## config.mk

```make
export PLATFORM = sky130hd
export DESIGN_NAME = usb_phy_top
export DESIGN_NICKNAME = d
export VERILOG_FILES = /design/src/hw/usb_phy_pkg.sv /design/src/hw/usb_phy_reg_pkg.sv /design/src/hw/usb_phy_regs.sv /design/src/hw/usb_iomux.sv /design/src/hw/usb_se0_timer.sv /design/src/hw/usb_line_fsm.sv /design/src/hw/usb_phy_top.sv
export SDC_FILE = /design/constraint.sdc
export NUM_CORES = 1
export LEC_CHECK = 0
export BUFFER_PORTS_ARGS = -buffer_cell sky130_fd_sc_hd__clkbuf_2
export CORE_AREA = 2 2 66 130
export CTS_BUF_LIST = sky130_fd_sc_hd__clkbuf_2
export DETAILED_ROUTE_END_ITERATION = 7
export DIE_AREA = 0 0 68 132
export PLACE_DENSITY = 0.76
export SETUP_SLACK_MARGIN = 0.2
export SLEW_MARGIN = 20
export SYNTH_ARGS = -nofsm -noshare
export SYNTH_HDL_FRONTEND = slang
export SYNTH_HIERARCHICAL = 1
export SYNTH_SLANG_ARGS = --single-unit
```

## constraint.sdc

```tcl
create_clock -name clk_i -period 2.2 [get_ports clk_i]
set_input_delay 0.44 -clock clk_i [delete_from_list [all_inputs] [get_ports clk_i]]
set_output_delay 0.44 -clock clk_i [all_outputs]
set_load 0.02 [all_outputs]
```

## src/hw/usb_phy_pkg.sv

```systemverilog
//////////////////////////////////////////////////////////////////////
// USB PHY pin types
// Transmit, receive and pull-up pin groups, line-state encoding and
// the width of the SE0 duration timer
//////////////////////////////////////////////////////////////////////

`default_nettype none

package usb_phy_pkg;

  // Transmit pin group, d at bit 0 up to oe at bit 4
  typedef struct packed {
    logic oe;
    logic dn;
    logic dp;
    logic se0;
    logic d;
  } usb_tx_t;

  // Receive pin group, d at bit 0
  typedef struct packed {
    logic dn;
    logic dp;
    logic d;
  } usb_rx_t;

  // Pull-up and receiver enables, dp_pullup_en at bit 0
  typedef struct packed {
    logic rx_enable;
    logic dn_pullup_en;
    logic dp_pullup_en;
  } usb_ctrl_t;

  // Attach and bus-reset tracking
  typedef enum logic [1:0] {
    LINE_DETACHED  = 2'd0,
    LINE_ATTACHED  = 2'd1,
    LINE_BUS_RESET = 2'd2
  } line_state_e;

  // SE0 cycle count and reset threshold share this width
  localparam int unsigned SE0_CNT_W = 16;
  typedef logic [SE0_CNT_W-1:0] se0_cnt_t;

endpackage

`default_nettype wire

```

## src/hw/usb_phy_reg_pkg.sv

```systemverilog
//////////////////////////////////////////////////////////////////////
// USB PHY register map
// Word addresses, field positions and register layouts of the
// Wishbone register block
//////////////////////////////////////////////////////////////////////

`default_nettype none

package usb_phy_reg_pkg;

  // Word addresses
  typedef logic [1:0] reg_addr_t;
  typedef logic [31:0] reg_data_t;

  localparam reg_addr_t ADDR_DRIVE        = 2'd0;
  localparam reg_addr_t ADDR_SENSE        = 2'd1;
  localparam reg_addr_t ADDR_STATUS       = 2'd2;
  localparam reg_addr_t ADDR_RESET_CYCLES = 2'd3;

  // DRIVE: bit 0 en, bits 5:1 tx, bits 8:6 ctrl
  typedef struct packed {
    usb_phy_pkg::usb_ctrl_t ctrl;
    usb_phy_pkg::usb_tx_t   tx;
    logic                   en;
  } phy_drive_t;

  // SENSE: bits 2:0 synced rx, bit 3 VBUS, bits 8:4 engine tx
  typedef struct packed {
    usb_phy_pkg::usb_tx_t tx;
    logic                 pwr_sense;
    usb_phy_pkg::usb_rx_t rx;
  } phy_sense_t;

  localparam int unsigned DRIVE_W = $bits(phy_drive_t);
  localparam int unsigned SENSE_W = $bits(phy_sense_t);

  // STATUS: bits 1:0 line state, bit 2 sticky bus reset (W1C)
  localparam int unsigned STATUS_STATE_LSB     = 0;
  localparam int unsigned STATUS_BUS_RESET_BIT = 2;

  // SE0 cycles before a bus reset is flagged
  localparam usb_phy_pkg::se0_cnt_t RESET_CYCLES_DEFAULT = 16'd64;

endpackage

`default_nettype wire

```

## src/hw/usb_phy_regs.sv

```systemverilog
//////////////////////////////////////////////////////////////////////
// USB PHY register block
// Wishbone classic slave with pin override, pin sense, line status
// and bus-reset threshold registers
//////////////////////////////////////////////////////////////////////

`timescale 1ns/1ps
`default_nettype none

module usb_phy_regs (
  input  wire                             clk_i,
  input  wire                             rst_n_i,

  // Wishbone classic slave
  input  wire                             wb_cyc_i,
  input  wire                             wb_stb_i,
  input  wire                             wb_we_i,
  input  usb_phy_reg_pkg::reg_addr_t      wb_adr_i,
  input  usb_phy_reg_pkg::reg_data_t      wb_dat_i,
  output usb_phy_reg_pkg::reg_data_t      wb_dat_o,
  output logic                            wb_ack_o,

  // Hardware side
  input  usb_phy_reg_pkg::phy_sense_t     sense_i,
  input  usb_phy_pkg::line_state_e        line_state_i,
  input  wire                             bus_reset_pulse_i,
  output usb_phy_reg_pkg::phy_drive_t     drive_o,
  output usb_phy_pkg::se0_cnt_t           reset_cycles_o,
  output logic                            bus_reset_irq_o
);

  logic                        req;
  logic                        wr_en;
  logic                        clr_bus_reset;
  logic                        ack_q;
  logic                        bus_reset_q;
  usb_phy_reg_pkg::phy_drive_t drive_q;
  usb_phy_pkg::se0_cnt_t       reset_cycles_q;
  usb_phy_reg_pkg::reg_data_t  rdata_d;
  usb_phy_reg_pkg::reg_data_t  rdata_q;

  //////////////////////////////////////////////////////////////////////
  // Bus handshake
  //////////////////////////////////////////////////////////////////////

  assign req = wb_cyc_i & wb_stb_i;

  // Write commits on the edge that ends the ack cycle, so the new
  // value shows up one cycle after ack
  assign wr_en = req & wb_we_i & ack_q;

  assign clr_bus_reset = wr_en && (wb_adr_i == usb_phy_reg_pkg::ADDR_STATUS) &&
                         wb_dat_i[usb_phy_reg_pkg::STATUS_BUS_RESET_BIT];

  // One-cycle ack; cleared while set so a held request is not acked twice
  always_ff @(posedge clk_i or negedge rst_n_i) begin
    if (!rst_n_i) begin
      ack_q <= 1'b0;
    end else begin
      ack_q <= req & ~ack_q;
    end
  end

  //////////////////////////////////////////////////////////////////////
  // Registers
  //////////////////////////////////////////////////////////////////////

  always_ff @(posedge clk_i or negedge rst_n_i) begin
    if (!rst_n_i) begin
      drive_q        <= '0;
      reset_cycles_q <= usb_phy_reg_pkg::RESET_CYCLES_DEFAULT;
    end else if (wr_en) begin
      // SENSE and STATUS have no writable storage here
      case (wb_adr_i)
        usb_phy_reg_pkg::ADDR_DRIVE:
          drive_q <= wb_dat_i[usb_phy_reg_pkg::DRIVE_W-1:0];
        usb_phy_reg_pkg::ADDR_RESET_CYCLES:
          reset_cycles_q <= wb_dat_i[usb_phy_pkg::SE0_CNT_W-1:0];
        default: ;
      endcase
    end
  end

  // Sticky bus reset, a new event beats a same-cycle clear
  always_ff @(posedge clk_i or negedge rst_n_i) begin
    if (!rst_n_i) begin
      bus_reset_q <= 1'b0;
    end else if (bus_reset_pulse_i) begin
      bus_reset_q <= 1'b1;
    end else if (clr_bus_reset) begin
      bus_reset_q <= 1'b0;
    end
  end

  //////////////////////////////////////////////////////////////////////
  // Read path
  //////////////////////////////////////////////////////////////////////

  always_comb begin
    rdata_d = '0;
    case (wb_adr_i)
      usb_phy_reg_pkg::ADDR_DRIVE:
        rdata_d[usb_phy_reg_pkg::DRIVE_W-1:0] = drive_q;
      usb_phy_reg_pkg::ADDR_SENSE:
        rdata_d[usb_phy_reg_pkg::SENSE_W-1:0] = sense_i;
      usb_phy_reg_pkg::ADDR_STATUS: begin
        rdata_d[usb_phy_reg_pkg::STATUS_STATE_LSB +: 2] = line_state_i;
        rdata_d[usb_phy_reg_pkg::STATUS_BUS_RESET_BIT]  = bus_reset_q;
      end
      default:
        rdata_d[usb_phy_pkg::SE0_CNT_W-1:0] = reset_cycles_q;
    endcase
  end

  // Read data captured with the request, valid alongside ack
  always_ff @(posedge clk_i) begin
    if (req & ~ack_q) begin
      rdata_q <= rdata_d;
    end
  end

  assign wb_dat_o        = rdata_q;
  assign wb_ack_o        = ack_q;
  assign drive_o         = drive_q;
  assign reset_cycles_o  = reset_cycles_q;
  assign bus_reset_irq_o = bus_reset_q;

  // Master may hold stb through ack; the slave must still not re-ack
  a_ack_single : assert property (
    @(posedge clk_i) disable iff (!rst_n_i)
    wb_ack_o |=> !wb_ack_o
  );

endmodule

`default_nettype wire

```

## src/hw/usb_iomux.sv

```systemverilog
//////////////////////////////////////////////////////////////////////
// USB pin multiplexer
// Synchronizes receive and VBUS pads, selects engine or override
// values for the transmit and pull-up pads
//////////////////////////////////////////////////////////////////////

`timescale 1ns/1ps
`default_nettype none

module usb_iomux (
  input  wire                          clk_i,
  input  wire                          rst_n_i,

  // Override from DRIVE register
  input  usb_phy_reg_pkg::phy_drive_t  drive_i,

  // Asynchronous pads
  input  usb_phy_pkg::usb_rx_t         usb_rx_i,
  input  wire                          usb_sense_i,

  // Engine controls
  input  usb_phy_pkg::usb_tx_t         eng_tx_i,
  input  usb_phy_pkg::usb_ctrl_t       eng_ctrl_i,

  // Pad drivers
  output usb_phy_pkg::usb_tx_t         usb_tx_o,
  output usb_phy_pkg::usb_ctrl_t       usb_ctrl_o,

  // Synchronized lines and sense snapshot
  output usb_phy_pkg::usb_rx_t         rx_o,
  output logic                         pwr_sense_o,
  output usb_phy_reg_pkg::phy_sense_t  sense_o
);

  // VBUS on top, receive pins below
  logic [$bits(usb_phy_pkg::usb_rx_t):0] sync_q1;
  logic [$bits(usb_phy_pkg::usb_rx_t):0] sync_q2;

  //////////////////////////////////////////////////////////////////////
  // Input synchronizers
  //////////////////////////////////////////////////////////////////////

  // Two flop stages, pad to output is two clocks
  always_ff @(posedge clk_i or negedge rst_n_i) begin
    if (!rst_n_i) begin
      sync_q1 <= '0;
      sync_q2 <= '0;
    end else begin
      sync_q1 <= {usb_sense_i, usb_rx_i};
      sync_q2 <= sync_q1;
    end
  end

  assign rx_o        = sync_q2[$bits(usb_phy_pkg::usb_rx_t)-1:0];
  assign pwr_sense_o = sync_q2[$bits(usb_phy_pkg::usb_rx_t)];

  // Sense view: synced inputs plus what the engine is driving
  assign sense_o.rx        = rx_o;
  assign sense_o.pwr_sense = pwr_sense_o;
  assign sense_o.tx        = eng_tx_i;

  //////////////////////////////////////////////////////////////////////
  // Output pin mux
  //////////////////////////////////////////////////////////////////////

  // Plain mux for now. On silicon, dp/dn/d want glitch-free clock mux
  // cells here to keep rise and fall edges matched
  always_comb begin
    if (drive_i.en) begin
      usb_tx_o   = drive_i.tx;
      usb_ctrl_o = drive_i.ctrl;
    end else begin
      usb_tx_o   = eng_tx_i;
      usb_ctrl_o = eng_ctrl_i;
    end
  end

  // Engine owns the pads whenever the override is off
  a_engine_passthru : assert property (
    @(posedge clk_i) disable iff (!rst_n_i)
    !drive_i.en |-> (usb_tx_o == eng_tx_i) && (usb_ctrl_o == eng_ctrl_i)
  );

endmodule

`default_nettype wire

```

## src/hw/usb_se0_timer.sv

```systemverilog
//////////////////////////////////////////////////////////////////////
// SE0 duration timer
// Counts consecutive SE0 cycles and flags when the threshold is met
//////////////////////////////////////////////////////////////////////

`timescale 1ns/1ps
`default_nettype none

module usb_se0_timer (
  input  wire                    clk_i,
  input  wire                    rst_n_i,
  input  usb_phy_pkg::usb_rx_t   rx_i,
  input  usb_phy_pkg::se0_cnt_t  reset_cycles_i,
  output logic                   se0_long_o
);

  logic                  se0;
  usb_phy_pkg::se0_cnt_t cnt_d;
  usb_phy_pkg::se0_cnt_t cnt_q;
  logic                  se0_long_q;

  // Both lines low on the synchronized pins
  assign se0 = ~rx_i.dp & ~rx_i.dn;

  // Clear outside SE0, saturate at full scale
  always_comb begin
    if (!se0) begin
      cnt_d = '0;
    end else if (cnt_q != '1) begin
      cnt_d = cnt_q + usb_phy_pkg::se0_cnt_t'(1);
    end else begin
      cnt_d = cnt_q;
    end
  end

  always_ff @(posedge clk_i or negedge rst_n_i) begin
    if (!rst_n_i) begin
      cnt_q      <= '0;
      se0_long_q <= 1'b0;
    end else begin
      cnt_q      <= cnt_d;
      // Gated by se0 so a zero threshold cannot fire on an idle line
      se0_long_q <= se0 & (cnt_d >= reset_cycles_i);
    end
  end

  assign se0_long_o = se0_long_q;

  // Long SE0 must not look short again after count overflow
  a_no_wrap : assert property (
    @(posedge clk_i) disable iff (!rst_n_i)
    (se0 && cnt_q == '1) |=> (!se0 || cnt_q == '1)
  );

endmodule

`default_nettype wire

```

## src/hw/usb_line_fsm.sv

```systemverilog
//////////////////////////////////////////////////////////////////////
// USB line-state FSM
// Tracks attach from VBUS sense and host bus reset from long SE0
//////////////////////////////////////////////////////////////////////

`timescale 1ns/1ps
`default_nettype none

module usb_line_fsm (
  input  wire                       clk_i,
  input  wire                       rst_n_i,
  input  wire                       pwr_sense_i,
  input  wire                       se0_long_i,
  output usb_phy_pkg::line_state_e  line_state_o,
  output logic                      bus_reset_pulse_o
);

  usb_phy_pkg::line_state_e state_d;
  usb_phy_pkg::line_state_e state_q;
  logic                     pulse_q;

  //////////////////////////////////////////////////////////////////////
  // Next state
  //////////////////////////////////////////////////////////////////////

  always_comb begin
    state_d = state_q;
    if (!pwr_sense_i) begin
      // Loss of VBUS wins from any state
      state_d = usb_phy_pkg::LINE_DETACHED;
    end else begin
      case (state_q)
        usb_phy_pkg::LINE_DETACHED:
          state_d = usb_phy_pkg::LINE_ATTACHED;
        usb_phy_pkg::LINE_ATTACHED:
          if (se0_long_i) begin
            state_d = usb_phy_pkg::LINE_BUS_RESET;
          end
        usb_phy_pkg::LINE_BUS_RESET:
          // Host released SE0
          if (!se0_long_i) begin
            state_d = usb_phy_pkg::LINE_ATTACHED;
          end
        default:
          state_d = usb_phy_pkg::LINE_DETACHED;
      endcase
    end
  end

  //////////////////////////////////////////////////////////////////////
  // State and entry pulse
  //////////////////////////////////////////////////////////////////////

  always_ff @(posedge clk_i or negedge rst_n_i) begin
    if (!rst_n_i) begin
      state_q <= usb_phy_pkg::LINE_DETACHED;
      pulse_q <= 1'b0;
    end else begin
      state_q <= state_d;
      // High in the first cycle of LINE_BUS_RESET only
      pulse_q <= (state_d == usb_phy_pkg::LINE_BUS_RESET) &&
                 (state_q != usb_phy_pkg::LINE_BUS_RESET);
    end
  end

  assign line_state_o      = state_q;
  assign bus_reset_pulse_o = pulse_q;

  // Register block counts one event per pulse
  a_pulse_single : assert property (
    @(posedge clk_i) disable iff (!rst_n_i)
    bus_reset_pulse_o |=> !bus_reset_pulse_o
  );

endmodule

`default_nettype wire

```

## src/hw/usb_phy_top.sv

```systemverilog
//////////////////////////////////////////////////////////////////////
// USB PHY front end
// Register block, pin mux, SE0 timer and line-state FSM
//////////////////////////////////////////////////////////////////////

`timescale 1ns/1ps
`default_nettype none

module usb_phy_top (
  input  wire                         clk_i,
  input  wire                         rst_n_i,

  // Wishbone classic slave
  input  wire                         wb_cyc_i,
  input  wire                         wb_stb_i,
  input  wire                         wb_we_i,
  input  usb_phy_reg_pkg::reg_addr_t  wb_adr_i,
  input  usb_phy_reg_pkg::reg_data_t  wb_dat_i,
  output usb_phy_reg_pkg::reg_data_t  wb_dat_o,
  output logic                        wb_ack_o,

  // Pads
  input  usb_phy_pkg::usb_rx_t        usb_rx_i,
  input  wire                         usb_sense_i,
  output usb_phy_pkg::usb_tx_t        usb_tx_o,
  output usb_phy_pkg::usb_ctrl_t      usb_ctrl_o,

  // Serial engine side
  input  usb_phy_pkg::usb_tx_t        eng_tx_i,
  input  usb_phy_pkg::usb_ctrl_t      eng_ctrl_i,
  output usb_phy_pkg::usb_rx_t        eng_rx_o,
  output logic                        eng_pwr_sense_o,
  output usb_phy_pkg::line_state_e    eng_line_state_o,

  output logic                        bus_reset_irq_o
);

  usb_phy_reg_pkg::phy_drive_t drive;
  usb_phy_reg_pkg::phy_sense_t sense;
  usb_phy_pkg::se0_cnt_t       reset_cycles;
  logic                        se0_long;
  logic                        bus_reset_pulse;

  usb_phy_regs u_regs (
    .clk_i             (clk_i),
    .rst_n_i           (rst_n_i),
    .wb_cyc_i          (wb_cyc_i),
    .wb_stb_i          (wb_stb_i),
    .wb_we_i           (wb_we_i),
    .wb_adr_i          (wb_adr_i),
    .wb_dat_i          (wb_dat_i),
    .wb_dat_o          (wb_dat_o),
    .wb_ack_o          (wb_ack_o),
    .sense_i           (sense),
    .line_state_i      (eng_line_state_o),
    .bus_reset_pulse_i (bus_reset_pulse),
    .drive_o           (drive),
    .reset_cycles_o    (reset_cycles),
    .bus_reset_irq_o   (bus_reset_irq_o)
  );

  // Synced lines feed the engine, the timer and the FSM
  usb_iomux u_iomux (
    .clk_i       (clk_i),
    .rst_n_i     (rst_n_i),
    .drive_i     (drive),
    .usb_rx_i    (usb_rx_i),
    .usb_sense_i (usb_sense_i),
    .eng_tx_i    (eng_tx_i),
    .eng_ctrl_i  (eng_ctrl_i),
    .usb_tx_o    (usb_tx_o),
    .usb_ctrl_o  (usb_ctrl_o),
    .rx_o        (eng_rx_o),
    .pwr_sense_o (eng_pwr_sense_o),
    .sense_o     (sense)
  );

  usb_se0_timer u_se0_timer (
    .clk_i          (clk_i),
    .rst_n_i        (rst_n_i),
    .rx_i           (eng_rx_o),
    .reset_cycles_i (reset_cycles),
    .se0_long_o     (se0_long)
  );

  usb_line_fsm u_line_fsm (
    .clk_i             (clk_i),
    .rst_n_i           (rst_n_i),
    .pwr_sense_i       (eng_pwr_sense_o),
    .se0_long_i        (se0_long),
    .line_state_o      (eng_line_state_o),
    .bus_reset_pulse_o (bus_reset_pulse)
  );

endmodule

`default_nettype wire

```

==> results of run 1 <==
==> layer usage <==
| metal | share of wire (%) | vias up | track usage [%] |
|---|---|---|---|
| li1 | - | 1287 | - |
| met1 | 35 | 1351 | 22.4 |
| met2 | 58 | 93 | 37.9 |
| met3 | 3.7 | 27 | 4.18 |
| met4 | 3.2 | 0 | 10.7 |
| met5 | 0 | - | 0 |
==> power breakdown <==
group	internal, mW	switching [mW]
Sequential	1.44	0.0698
Clock	0.367	0.433
Combinational	0.282	0.295
==> worst max-delay path: stages (launching register included) <==
cell and delay, ns:
dfrtp_1 0.39, and3_4 0.23, nand4_1 0.14, buf_6 0.18, a211oi_4 0.18, xnor2_1 0.18, nor2_1 0.09, ha_1 0.30
nand4_1 0.12, a211oi_2 0.19, nand3_1 0.13, a21oi_2 0.16
==> cell usage after synthesis, drive strengths merged <==
| cell type | instances | area share [%] |
|---|---|---|
| o311ai | 1 | 0.23 |
| ha | 17 | 5.6 |
| mux2 | 33 | 12 |
| a311oi | 1 | 0.23 |
| nand2b | 3 | 0.70 |
| or2 | 1 | 0.17 |
| a31o | 1 | 0.23 |
| xnor2 | 5 | 1.2 |
| dfstp | 1 | 0.70 |
| edfxtp | 16 | 13 |
| a211oi | 5 | 1.1 |
| and4 | 1 | 0.27 |
| buf | 32 | 6.6 |
| or3 | 2 | 0.37 |
| mux4 | 3 | 1.8 |
| nand3 | 6 | 1.3 |
| o221ai | 1 | 0.23 |
| nor4bb | 1 | 0.27 |
| conb | 1 | 0.099 |
| clkbuf | 4 | 0.40 |
| nor3 | 7 | 1.4 |
| a31oi | 4 | 0.66 |
| nand4 | 5 | 1.6 |
| inv | 17 | 1.7 |
| o31ai | 1 | 0.20 |
| nand2 | 21 | 2.1 |
| and3 | 10 | 1.8 |
| o21a | 1 | 0.20 |
| o31a | 1 | 0.27 |
| dfrtp | 54 | 36 |
| and2 | 2 | 0.33 |
| xor2 | 1 | 0.23 |
| o21ai | 12 | 1.6 |
| nor2 | 16 | 1.7 |
| o211ai | 1 | 0.20 |
| a21oi | 12 | 1.7 |
| o211a | 1 | 0.27 |
| nor3b | 1 | 0.20 |
| o41ai | 1 | 0.23 |
| mux2i | 8 | 2.1 |
==> final cells by class <==
cell class	count	area [µm²]	area share (%)
Clock inverter	6	75.1	1.59
Inverter	17	63.8	1.35
Multi-Input combinational cell	202	1740	36.7
Clock buffer	10	50.0	1.06
Tap cell	96	120	2.54
Sequential cell	71	1860	39.3
Timing Repair Buffer	117	825	17.4
==> state kept, by name, indices dropped and copies added, names as in the netlist <==
signal,count
u_se0_timer/se0_long_o,1
u_line_fsm/line_state_o,2
u_se0_timer/cnt_q,16
u_regs/wb_dat_o,16
u_iomux/sync_q2,4
u_iomux/sync_q1,4
u_regs/bus_reset_irq_o,1
u_regs/wb_ack_o,1
u_regs/drive_o,9
u_regs/reset_cycles_o,16
u_line_fsm/bus_reset_pulse_o,1
==> cell families after synthesis <==
logic type / synth area share, %
AND/OR/NAND/NOR: 12.0
adder cells (fa/ha/maj): 5.64
flip-flops: 49.3
XOR/XNOR: 1.39
other: 0.0994
buffers and inverters: 8.73
AO/OA/AOI/OAI: 7.37
multiplexers: 15.5
==> repair_timing <==
action / CTS / global route
endpoints found under the setup margin: 9 / 9
endpoints found under the hold margin: 12 / 0
resized for setup: 30 / 14
gates cloned: 0 / 0
hold buffers: 5 / 0
buffers inserted: 8 / 2
pin swaps: 4 / 8
==> through the flow <==
step | TNS, ns | power, mW
2_1_floorplan | 0 | 1.88
3_5_place_dp | -0.193 | 2.03
4_1_cts | -0.143 | 2.88
3_3_place_gp | -0.109 | 2.01
5_1_grt | -0.288 | 3.02
6_report | -0.156 | 2.89
==> final timing paths <==
kind / to / cells past startpoint
worst max register to register: u_se0_timer/se0_long_o / 11
worst min register to register: u_iomux/sync_q2[3] / 0
worst max-delay path: u_se0_timer/se0_long_o / 11
worst min-delay path: u_regs/reset_cycles_o[1] / 2
max in group asynchronous: u_regs/reset_cycles_o[6] / 3
min in group asynchronous: u_regs/drive_o[8] / 2
==> key figures, run 1 <==
Global route
  • Vias in the first global route: between 2000 and 3000
  • Aggregate global routing overflow: 0
  • Total global-route track usage: 21.2%
  • Largest net degree at the start of global routing: 29
  • First-pass GRT wire length: between 10 and 15 mm
  • Initial antenna violation count: 0

Run
  • Max-cap violation count: 0

Worst setup path
  • Reg2Reg Launch Point: u_se0_timer/cnt_q[2]
  • Crit. End Element: flip-flop
  • Arr. time, crit path: between 2 and 3 ns
  • Worst-path fanout max: 4
  • FF-to-FF setup slack: -0.16 ns
  • Required @ worst endpoint: between 2 and 3 ns
  • Crit. Startpoint: u_se0_timer/cnt_q[2]
  • Setup crit start kind: flip-flop
  • Setup CP Type: flip-flop to flip-flop

Drt
  • DR pass1 iterations: 4
  • Routed wire length: roughly 8.8 mm
  • Routed Antenna Nets: 0
  • Post-route DRC: 0
  • DR iter-0 viols: a little over 90
  • DR vias: approximately 2800
  • Vias/cell: roughly 5.3
  • Avg WL per Cell: around 17 µm

Place
  • Post-Place Cell Area: about 0.0043 mm²
  • Gpl congestion: about 0.86
  • Pre-CTS setup slack: -0.193 ns
  • Hpwl dp: about 6.5 mm
  • PortBufs: between 60 and 70
  • Placed Cells: 488

Timing
  • Min Tclk post-route: 2.36 ns
  • Final Slew Violations: 0
  • RSZ-0062 raised after global routing: true
  • Max Clock Skew: a little over 0.03 ns
  • Worst-Margin Slew: 0.646 ns
  • Fmax achieved: 0.424 GHz
  • Final Cycle Share: 107%
  • Final setup viols: 1
  • Final Hold Viols: 0
  • Slew headroom: 56.9%
  • Worst setup margin: -0.156 ns
  • Hold_ws: ~0.16 ns

Cells and area
  • Post-route cell area: roughly 0.0047 mm²
  • Final core occ: a little under 60%
  • Fillers: 628
  • Post-Layout Cell Count: 519
  • Area grow syn2layout: 25.4%
  • Most frequent cells in the layout: clkbuf_2, dfrtp_1, buf_4
  • Commonest non-fill, non-tap cell in the layout: clkbuf_2
  • N_diodes: 0
  • Share of post-route cells with drive strength above 1: 46.1%
  • # nets final: 486

Synth
  • Synth Warn #: 6
  • Syn avg cell area: between 10 and 15 µm²
  • Seq cells post-synth: between 70 and 80
  • Synthesized instance count: about 310
  • Cell Area, Synth: approximately 0.0038 mm²
  • Register area share after synthesis: between 40% and 50%
  • Yosys cell types: 56

Die
  • Die area: 0.00898 mm²
  • Die width: 68 µm
  • Core ar.: 0.00794 mm²
  • Ports: between 90 and 100
  • Initial core utilization: between 40 and 50%
  • Die height: between 100 and 150 µm
  • Row count: 46

Hold path
  • Hold Crit Class: primary input to flip-flop
  • Hold_sp: wb_dat_i[1]

Clocking
  • TritonCTS Buffers: 9
  • Root Driver: clkbuf_2
  • Clk_lat worst skew: roughly 0.53 ns
  • CTS Sinks: a little over 70
  • TritonCTS clock tree: done
  • Clock slew at reported path FFs: 0.20 ns
  • Clock Path Buffers: 2
  • H-tree level count: 3

Run status
  • Failing checks: negative setup slack
  • Status: complete, but fails checks

Power
  • Peak VDD IR: around 0.48 mV
  • PD cells: 611 mW/mm²
  • Pleak: 2.29 nW
No activity file was read; power rests on OpenSTA's default activity.
==> inputs of run 2 (changes only) <==
Settings changed: CORE_AREA 2 2 66 130 to 2 2 63 125, DIE_AREA 0 0 68 132 to 0 0 65 127, PLACE_DENSITY 0.76 to 0.78, SYNTH_HIERARCHICAL 1 to default.
==> run 2 against run 1 <==
Net effect: the flow still finishes with violations (negative setup slack); combinational power down 12%; worst setup slack worse by 0.23 ns; sequential power about the same; flip-flop and latch count unchanged; global-route usage up 1.4 points; hold slack worse by 0.15 ns; utilization up 1.5 points; sequential share of layout area up 2.9 points; via count up 1.3%; synthesized area down 7.0%; total power down 11%; critical path type unchanged; largest cell class unchanged.
==> key figures, run 2 <==
Run status
  • Status: complete, but fails checks
  • Failing checks: negative setup slack

Worst setup path
  • Required @ worst endpoint: 2.63 ns (-0.03 ns)
  • Setup CP Type: flip-flop to flip-flop
  • Crit. End Element: flip-flop
  • Setup crit start kind: flip-flop
  • Reg2Reg Launch Point: u_se0_timer.cnt_q[1]
  • Arr. time, crit path: 3.01 ns (+0.20 ns)
  • Worst-path fanout max: 4 (unchanged)
  • R2R cell count: 11 (unchanged)
  • Crit. Startpoint: u_se0_timer.cnt_q[1]

Drt
  • Routed wire length: 8.49 mm (-3.0%)
  • Vias/cell: 5.41 (+1.9%)
  • DR iter-0 viols: 79 (-15%)
  • Avg WL per Cell: 16.5 µm (-2.4%)
  • DR pass1 iterations: 4 (unchanged)
  • DR vias: 2794 (+1.3%)
  • Post-route DRC: 0 (unchanged)
  • Routed Antenna Nets: 0 (unchanged)

Synth
  • Dominant cells by area after synthesis: dfrtp_1, edfxtp_1, ha_1
  • Dominant cell by count in the synthesized netlist: dfrtp_1
  • Post-synth top area share: 38.5% (+2.7 points)
  • Ys flop type: dfrtp_1
  • Syn avg cell area: 11.3 µm² (-7.0%)
  • Post-synth EDFFs: 16 (unchanged)
  • Yosys cell types: 47 (-16%)
  • Simple-gate share of the synthesized area: 12.3% (+0.23 points)
  • Cell Area, Synth: 0.00351 mm² (-7.0%)
  • Synth Warn #: 0 (-6)
  • Synthesized instance count: 311 (unchanged)
  • Mux cell area share after synthesis: 10.3% (-5.2 points)
  • Post-synth top area cell: dfrtp_1
  • Adder-cell area share of the yosys netlist: 6.07% (+0.43 points)
  • Seq cells post-synth: 71 (unchanged)
  • Largest family of logic cells by synthesized area: simple AND/OR/NAND/NOR gates
  • Top cells by count, synth: dfrtp_1, nand2_1, nor2_1
  • Asr flop ratio synth: 77.5% (unchanged)
  • Synth Area in Compound Gates: 9.10% (+1.7 points)
  • Register area share after synthesis: 53.0% (+3.7 points)
  • Post-Synth XOR/XNOR Area: 2.50% (+1.1 points)

Clocking
  • CTS Sinks: 71 (unchanged)
  • Clk_lat worst skew: 0.52 ns (about the same)
  • Root Driver: clkbuf_2
  • TritonCTS Buffers: 9 (unchanged)
  • TritonCTS clock tree: done
  • H-tree level count: 3 (unchanged)
  • Clock Path Buffers: 2 (unchanged)
  • Clock slew at reported path FFs: 0.17 ns (-0.03 ns)

Global route
  • First-pass GRT wire length: 13.9 mm (-2.3%)
  • Total global-route track usage: 22.6% (+1.4 points)
  • Largest net degree at the start of global routing: 56 (+93%)
  • Aggregate global routing overflow: 0 (unchanged)
  • Initial antenna violation count: 1 (+1)
  • Vias in the first global route: 2930 (+0.10%)

Timing
  • Final Cycle Share: 117% (+10 points)
  • Slew headroom: 54.3% (-2.6 points)
  • Final Hold Viols: 0 (unchanged)
  • Fin Setup TNS: -0.385 ns (-0.229 ns)
  • Min Tclk post-route: 2.58 ns (+0.229 ns)
  • Worst-Margin Slew: 0.685 ns (+0.0388 ns)
  • Max Clock Skew: 0.0229 ns (-0.00762 ns)
  • Fmax achieved: 0.387 GHz (-8.8%)
  • RSZ-0062 raised after global routing: true
  • Final setup viols: 1 (unchanged)
  • Worst setup margin: -0.385 ns (-0.229 ns)
  • Final Slew Violations: 0 (unchanged)

Hold path
  • Hold Crit Class: primary input to asynchronous set/reset pin

Power
  • Pleak: 2.20 nW (-4.3%)
  • PD cells: 586 mW/mm² (-4.1%)
  • Peak VDD IR: 0.448 mV (-6.8%)

Place
  • Gpl congestion: 0.835 (-2.4%)
  • Pre-CTS setup slack: -0.342 ns (-0.150 ns)
  • PortBufs: 66 (unchanged)
  • Hpwl dp: 6.44 mm (-0.40%)

Die
  • Die area: 0.00826 mm² (-8.0%)
  • Core ar.: 0.00721 mm² (-9.2%)
  • Die width: 65 µm (-4.4%)
  • Ports: 99 (unchanged)
  • Initial core utilization: 48.6% (+1.1 points)
  • Die height: 127 µm (-3.8%)
  • Row count: 44 (-4.3%)

Cells and area
  • Most frequent cells in the layout: clkbuf_2, dfrtp_1, buf_4
  • Share of post-route cells with drive strength above 1: 34.3% (-12 points)
  • Area grow syn2layout: 25.6%
  • # nets final: 486 (unchanged)
  • Fillers: 580 (-7.6%)
  • Commonest non-fill, non-tap cell in the layout: clkbuf_2

Run
  • Max-cap violation count: 0 (unchanged)
==> run 2: changes by cell type in the layout (fill, tap and decap cells not counted), sizes merged, moves of 3 or more <==
cell and delta:
and3 -9, buf -11, clkbuf +4, mux2 -15
nand2 +9, nand3 +4, nor2 +12, nor3 -4
o21ai +11, o22ai +6, xor2 +3
==> run 2: layout make-up <==
class                   instances  area, µm²  share of cell area [%]
diodes                          1       2.50                  0.0568
clock buffers                  13       65.1                    1.48
clock inverters                 3       12.5                   0.284
inverters                      17       77.6                    1.76
multi-input cells             213       1550                    35.3
flip-flops and latches         71       1860                    42.2
well taps                      92        115                    2.61
repair buffers                106        718                    16.3
==> run 2: layer usage <==
layer	routed length, µm	GRT usage (%)	up-vias
met4	543	15.8	0
met5	0	0	-
met1	2740	21.9	1354
li1	-	-	1283
met3	340	4.40	38
met2	4870	41.2	119
==> run 2: power breakdown <==
group          leakage [nW]  total, mW  switching (mW)  internal, mW
clock network        0.0610      0.573           0.414         0.159
logic                  1.30      0.508           0.289         0.219
registers             0.835       1.50          0.0461          1.45
==> run 2: worst max-delay path: stages (launching register included) <==
cell	delay, ns
dfrtp_1	0.43
ha_4	0.16
nand4_4	0.13
or3_4	0.38
o211ai_1	0.21
xor2_1	0.19
nor2_1	0.08
ha_1	0.33
a21oi_1	0.16
o21ai_0	0.12
a21oi_1	0.21
a21oi_2	0.09
==> run 2: stage by stage <==
stage | total power, mW | instance area (µm²) | util, % | hold WS [ns] | std cells
floorplan | 1.81 | 3590 | - | 0.144 | 326
global placement | 1.94 | 4130 | 57.2 | 0.331 | 491
detailed placement | 1.96 | 4130 | 57.2 | 0.337 | 491
CTS | 2.58 | 4360 | 60.4 | 0.00151 | 513
global route | 2.72 | 4400 | 61.1 | 0.0772 | 516
finish | 2.58 | 4400 | 61.1 | 0.00974 | 516
==> run 2: kinds of logic after synthesis <==
group           count (synthesis)
compound gates                 55
xor+xnor                       10
fa+ha+maj                      17
buf+inv                        42
flops                          71
mux                            30
other cells                     1
simple gates                   85
==> run 2: final timing paths <==
kind                                                   to  slack (ns)
worst max-delay path               u_se0_timer.se0_long_o       -0.38
worst min-delay path                   u_iomux.sync_q2[2]        0.01
worst max register to register     u_se0_timer.se0_long_o       -0.38
worst min register to register         u_iomux.sync_q2[0]        0.37
max in group asynchronous               u_regs.drive_o[0]        1.70
min in group clk_i              u_regs.reset_cycles_o[11]        0.11
==> run 2: timing repair <==
action,in CTS,in global routing
pin swaps,6,4
endpoints found under the setup margin,9,8
resized for setup,26,10
hold buffers,2,2
endpoints found under the hold margin,2,2
setup buffers,4,0
==> inputs of run 3 (changes only) <==
Settings changed: CORE_AREA 2 2 63 125 to 2 2 104 66, DIE_AREA 0 0 65 127 to 0 0 106 68, PLACE_DENSITY 0.78 to 0.86.
Clock period 2.2 ns to 3.1 ns, I/O delays scaled along.
==> run 3 against run 2 <==
Net effect: the run now ends clean; largest cell class unchanged; highest routed layer unchanged; worst setup slack improved by 0.79 ns; clock skew increased by 0.0011 ns; flip-flop and latch count did not move; die area down 13%; sequential power is 29% lower; first-iteration DRC count increased to 2.7 times the previous value; clock power fell by 27%; clock-buffer cell count is 2 lower.
==> key figures, run 3 (synthesis gave the netlist of run 2 again) <==
Run status
  • Status: finished, final reports clean

Cells and area
  • Reg area: 0.00186 mm² (about the same)
  • Share of post-route cells with drive strength above 1: 26.9% (-7.4 points)
  • Area of the multi-input gates: 0.00149 mm² (-3.9%)
  • Fillers: 507 (-13%)
  • # nets final: 453 (-6.8%)
  • Area grow syn2layout: 14.5%
  • Final core occ: 63.1% (+2.1 points)
  • N_diodes: 0 (-1)
  • Most frequent cells in the layout: clkbuf_2, dfrtp_1, nand2_1
  • Commonest non-fill, non-tap cell in the layout: clkbuf_2

Timing
  • Slew headroom: 45.6% (-8.7 points)
  • Hold_ws: 0.0975 ns (+0.0877 ns)
  • Worst-Margin Slew: 0.812 ns (+0.126 ns)
  • Max Clock Skew: 0.0239 ns (+0.00107 ns)
  • Fmax achieved: 0.371 GHz (-4.1%)
  • Final setup viols: 0 (-1)
  • Final Cycle Share: 87.0% (-31 points)
  • Fin Setup TNS: 0 ns (+0.385 ns)
  • Final Slew Violations: 0 (unchanged)
  • Final Hold Viols: 0 (unchanged)
  • Min Tclk post-route: 2.70 ns (+0.111 ns)
  • RSZ-0062 raised after global routing: false

Drt
  • DR vias: 2607 (-6.7%)
  • Routed Antenna Nets: 0 (unchanged)
  • Vias/cell: 5.47 (+0.94%)
  • DR iter-0 viols: 214 (+170%)
  • Post-route DRC: 0 (unchanged)
  • Avg WL per Cell: 16.0 µm (-2.9%)
  • Routed wire length: 7.62 mm (-10%)
  • DR pass1 iterations: 4 (unchanged)

Power
  • Peak VDD IR: 0.264 mV (-41%)
  • Power share of the sequential group: 59.8% (+1.7 points)
  • Int Power: 1.25 mW (-32%)
  • Switch Pwr: 539 µW (-28%)
  • Clk pwr share: 23.4% (+1.2 points)
  • Total power: 1.79 mW (-31%)
  • Combinational group share of total power: 16.8% (-2.9 points)
  • Pleak: 1.97 nW (-10%)
  • Sw frac: 30.1% (+1.1 points)
  • PD cells: 445 mW/mm² (-24%)

Worst setup path
  • Arr. time, crit path: 3.09 ns (+0.08 ns)
  • Worst-path fanout max: 5 (+1)
  • Setup CP Type: flip-flop to flip-flop
  • Setup crit start kind: flip-flop
  • Required @ worst endpoint: 3.49 ns (+0.86 ns)
  • Crit. End Element: flip-flop
  • FF-to-FF setup slack: 0.40 ns (+0.79 ns)

Place
  • PortBufs: 66 (unchanged)
  • Gpl congestion: 0.812 (-2.8%)
  • Hpwl dp: 5.80 mm (-9.9%)

Clocking
  • Clock slew at reported path FFs: 0.20 ns (+0.03 ns)
  • Clk_lat worst skew: 0.51 ns (about the same)
  • CTS Sinks: 71 (unchanged)
  • TritonCTS clock tree: done
  • Hold-fix buffers at CTS: 0 (-2)
  • H-tree level count: 3 (unchanged)
  • Root Driver: clkbuf_2
  • TritonCTS Buffers: 9 (unchanged)
  • Clock Path Buffers: 2 (unchanged)
  • Post-CTS Setup Bufs: 0 (-4)

Die
  • Die width: 106 µm (+63%)
  • Die height: 68 µm (-46%)
  • Core ar.: 0.00636 mm² (-12%)
  • Die area: 0.00721 mm² (-13%)
  • Initial core utilization: 55.1% (+6.5 points)
  • Row count: 23 (-48%)
  • Ports: 99 (unchanged)

Global route
  • Largest net degree at the start of global routing: 34 (-39%)
  • Total global-route track usage: 23.1% (+0.49 points)
  • First-pass GRT wire length: 12.5 mm (-10%)
  • Vias in the first global route: 2578 (-12%)
  • Aggregate global routing overflow: 0 (unchanged)
  • Initial antenna violation count: 0 (-1)

Hold path
  • Hold Crit Class: primary input to asynchronous set/reset pin

Run
  • Max-cap violation count: 0 (unchanged)
==> run 3: changes by cell type in the layout (fill, tap and decap cells not counted), moves of 4 or more <==
cell           previous run  this run
buf_4                    34         6
buf_8                     7         0
mux2_4                    7         0
mux2_1                   11        18
clkbuf_2                 72        77
dlygate4sd3_1             4         0
==> run 3: final timing paths <==
kind	cells after the start	to	start
max reg2reg	11	u_se0_timer.se0_long_o	u_se0_timer.cnt_q[0]
min	1	u_regs.reset_cycles_o[14]	rst_n_i
max in group asynchronous	2	u_regs.reset_cycles_o[6]	rst_n_i
min in group clk_i	1	u_iomux.sync_q1[2]	usb_rx_i[2]
min reg2reg	0	u_iomux.sync_q2[0]	u_iomux.sync_q1[0]
max	11	u_se0_timer.se0_long_o	u_se0_timer.cnt_q[0]
==> run 3: per-stage QoR <==
| stage | worst slack, ns | instances | instance area (µm²) |
|---|---|---|---|
| CTS | 0.304 | 477 | 3990 |
| global route | 0.195 | 477 | 4020 |
| floorplan | 0.643 | 326 | 3560 |
| detailed placement | 0.334 | 461 | 3910 |
| global placement | 0.436 | 461 | 3910 |
| finish | 0.404 | 477 | 4020 |
==> run 3: area by class of cell <==
type / count / share of cell area [%]
clock inverters: 5 / 0.654
inverters: 17 / 1.93
well taps: 87 / 2.71
multi-input cells: 213 / 37.2
flip-flops and latches: 71 / 46.3
clock buffers: 11 / 1.37
repair buffers: 73 / 9.85
==> run 3: power by group through the flow <==
stage / clock network (mW) / logic, mW / registers, mW
3_5_place_dp: 0 / 0.299 / 1.09
3_3_place_gp: 0 / 0.284 / 1.08
6_report: 0.418 / 0.301 / 1.07
5_1_grt: 0.475 / 0.334 / 1.08
2_1_floorplan: 0 / 0.193 / 1.09
4_1_cts: 0.424 / 0.302 / 1.07
==> run 3: per-layer routing <==
metal	global-route usage, %	routed length [µm]
met3	5.43	744
met1	31.3	3300
met5	0	0
met4	7.73	84
met2	37.6	3490
==> run 3: timing repair <==
| action | CTS | global route |
|---|---|---|
| setup endpoints to repair | 0 | 1 |
| resized for setup | 0 | 4 |
| endpoints found under the hold margin | 0 | 0 |
==> run 3: worst max-delay path, cell delays in order (launching register included) <==
cell       delay (ns)
dfrtp_1          0.43
ha_2             0.24
nand4_4          0.15
or3_4            0.39
o2111ai_1        0.24
xor2_1           0.16
nor2_1           0.08
ha_1             0.34
a211oi_2         0.24
o221ai_1         0.15
nand3_1          0.12
a21oi_1          0.07
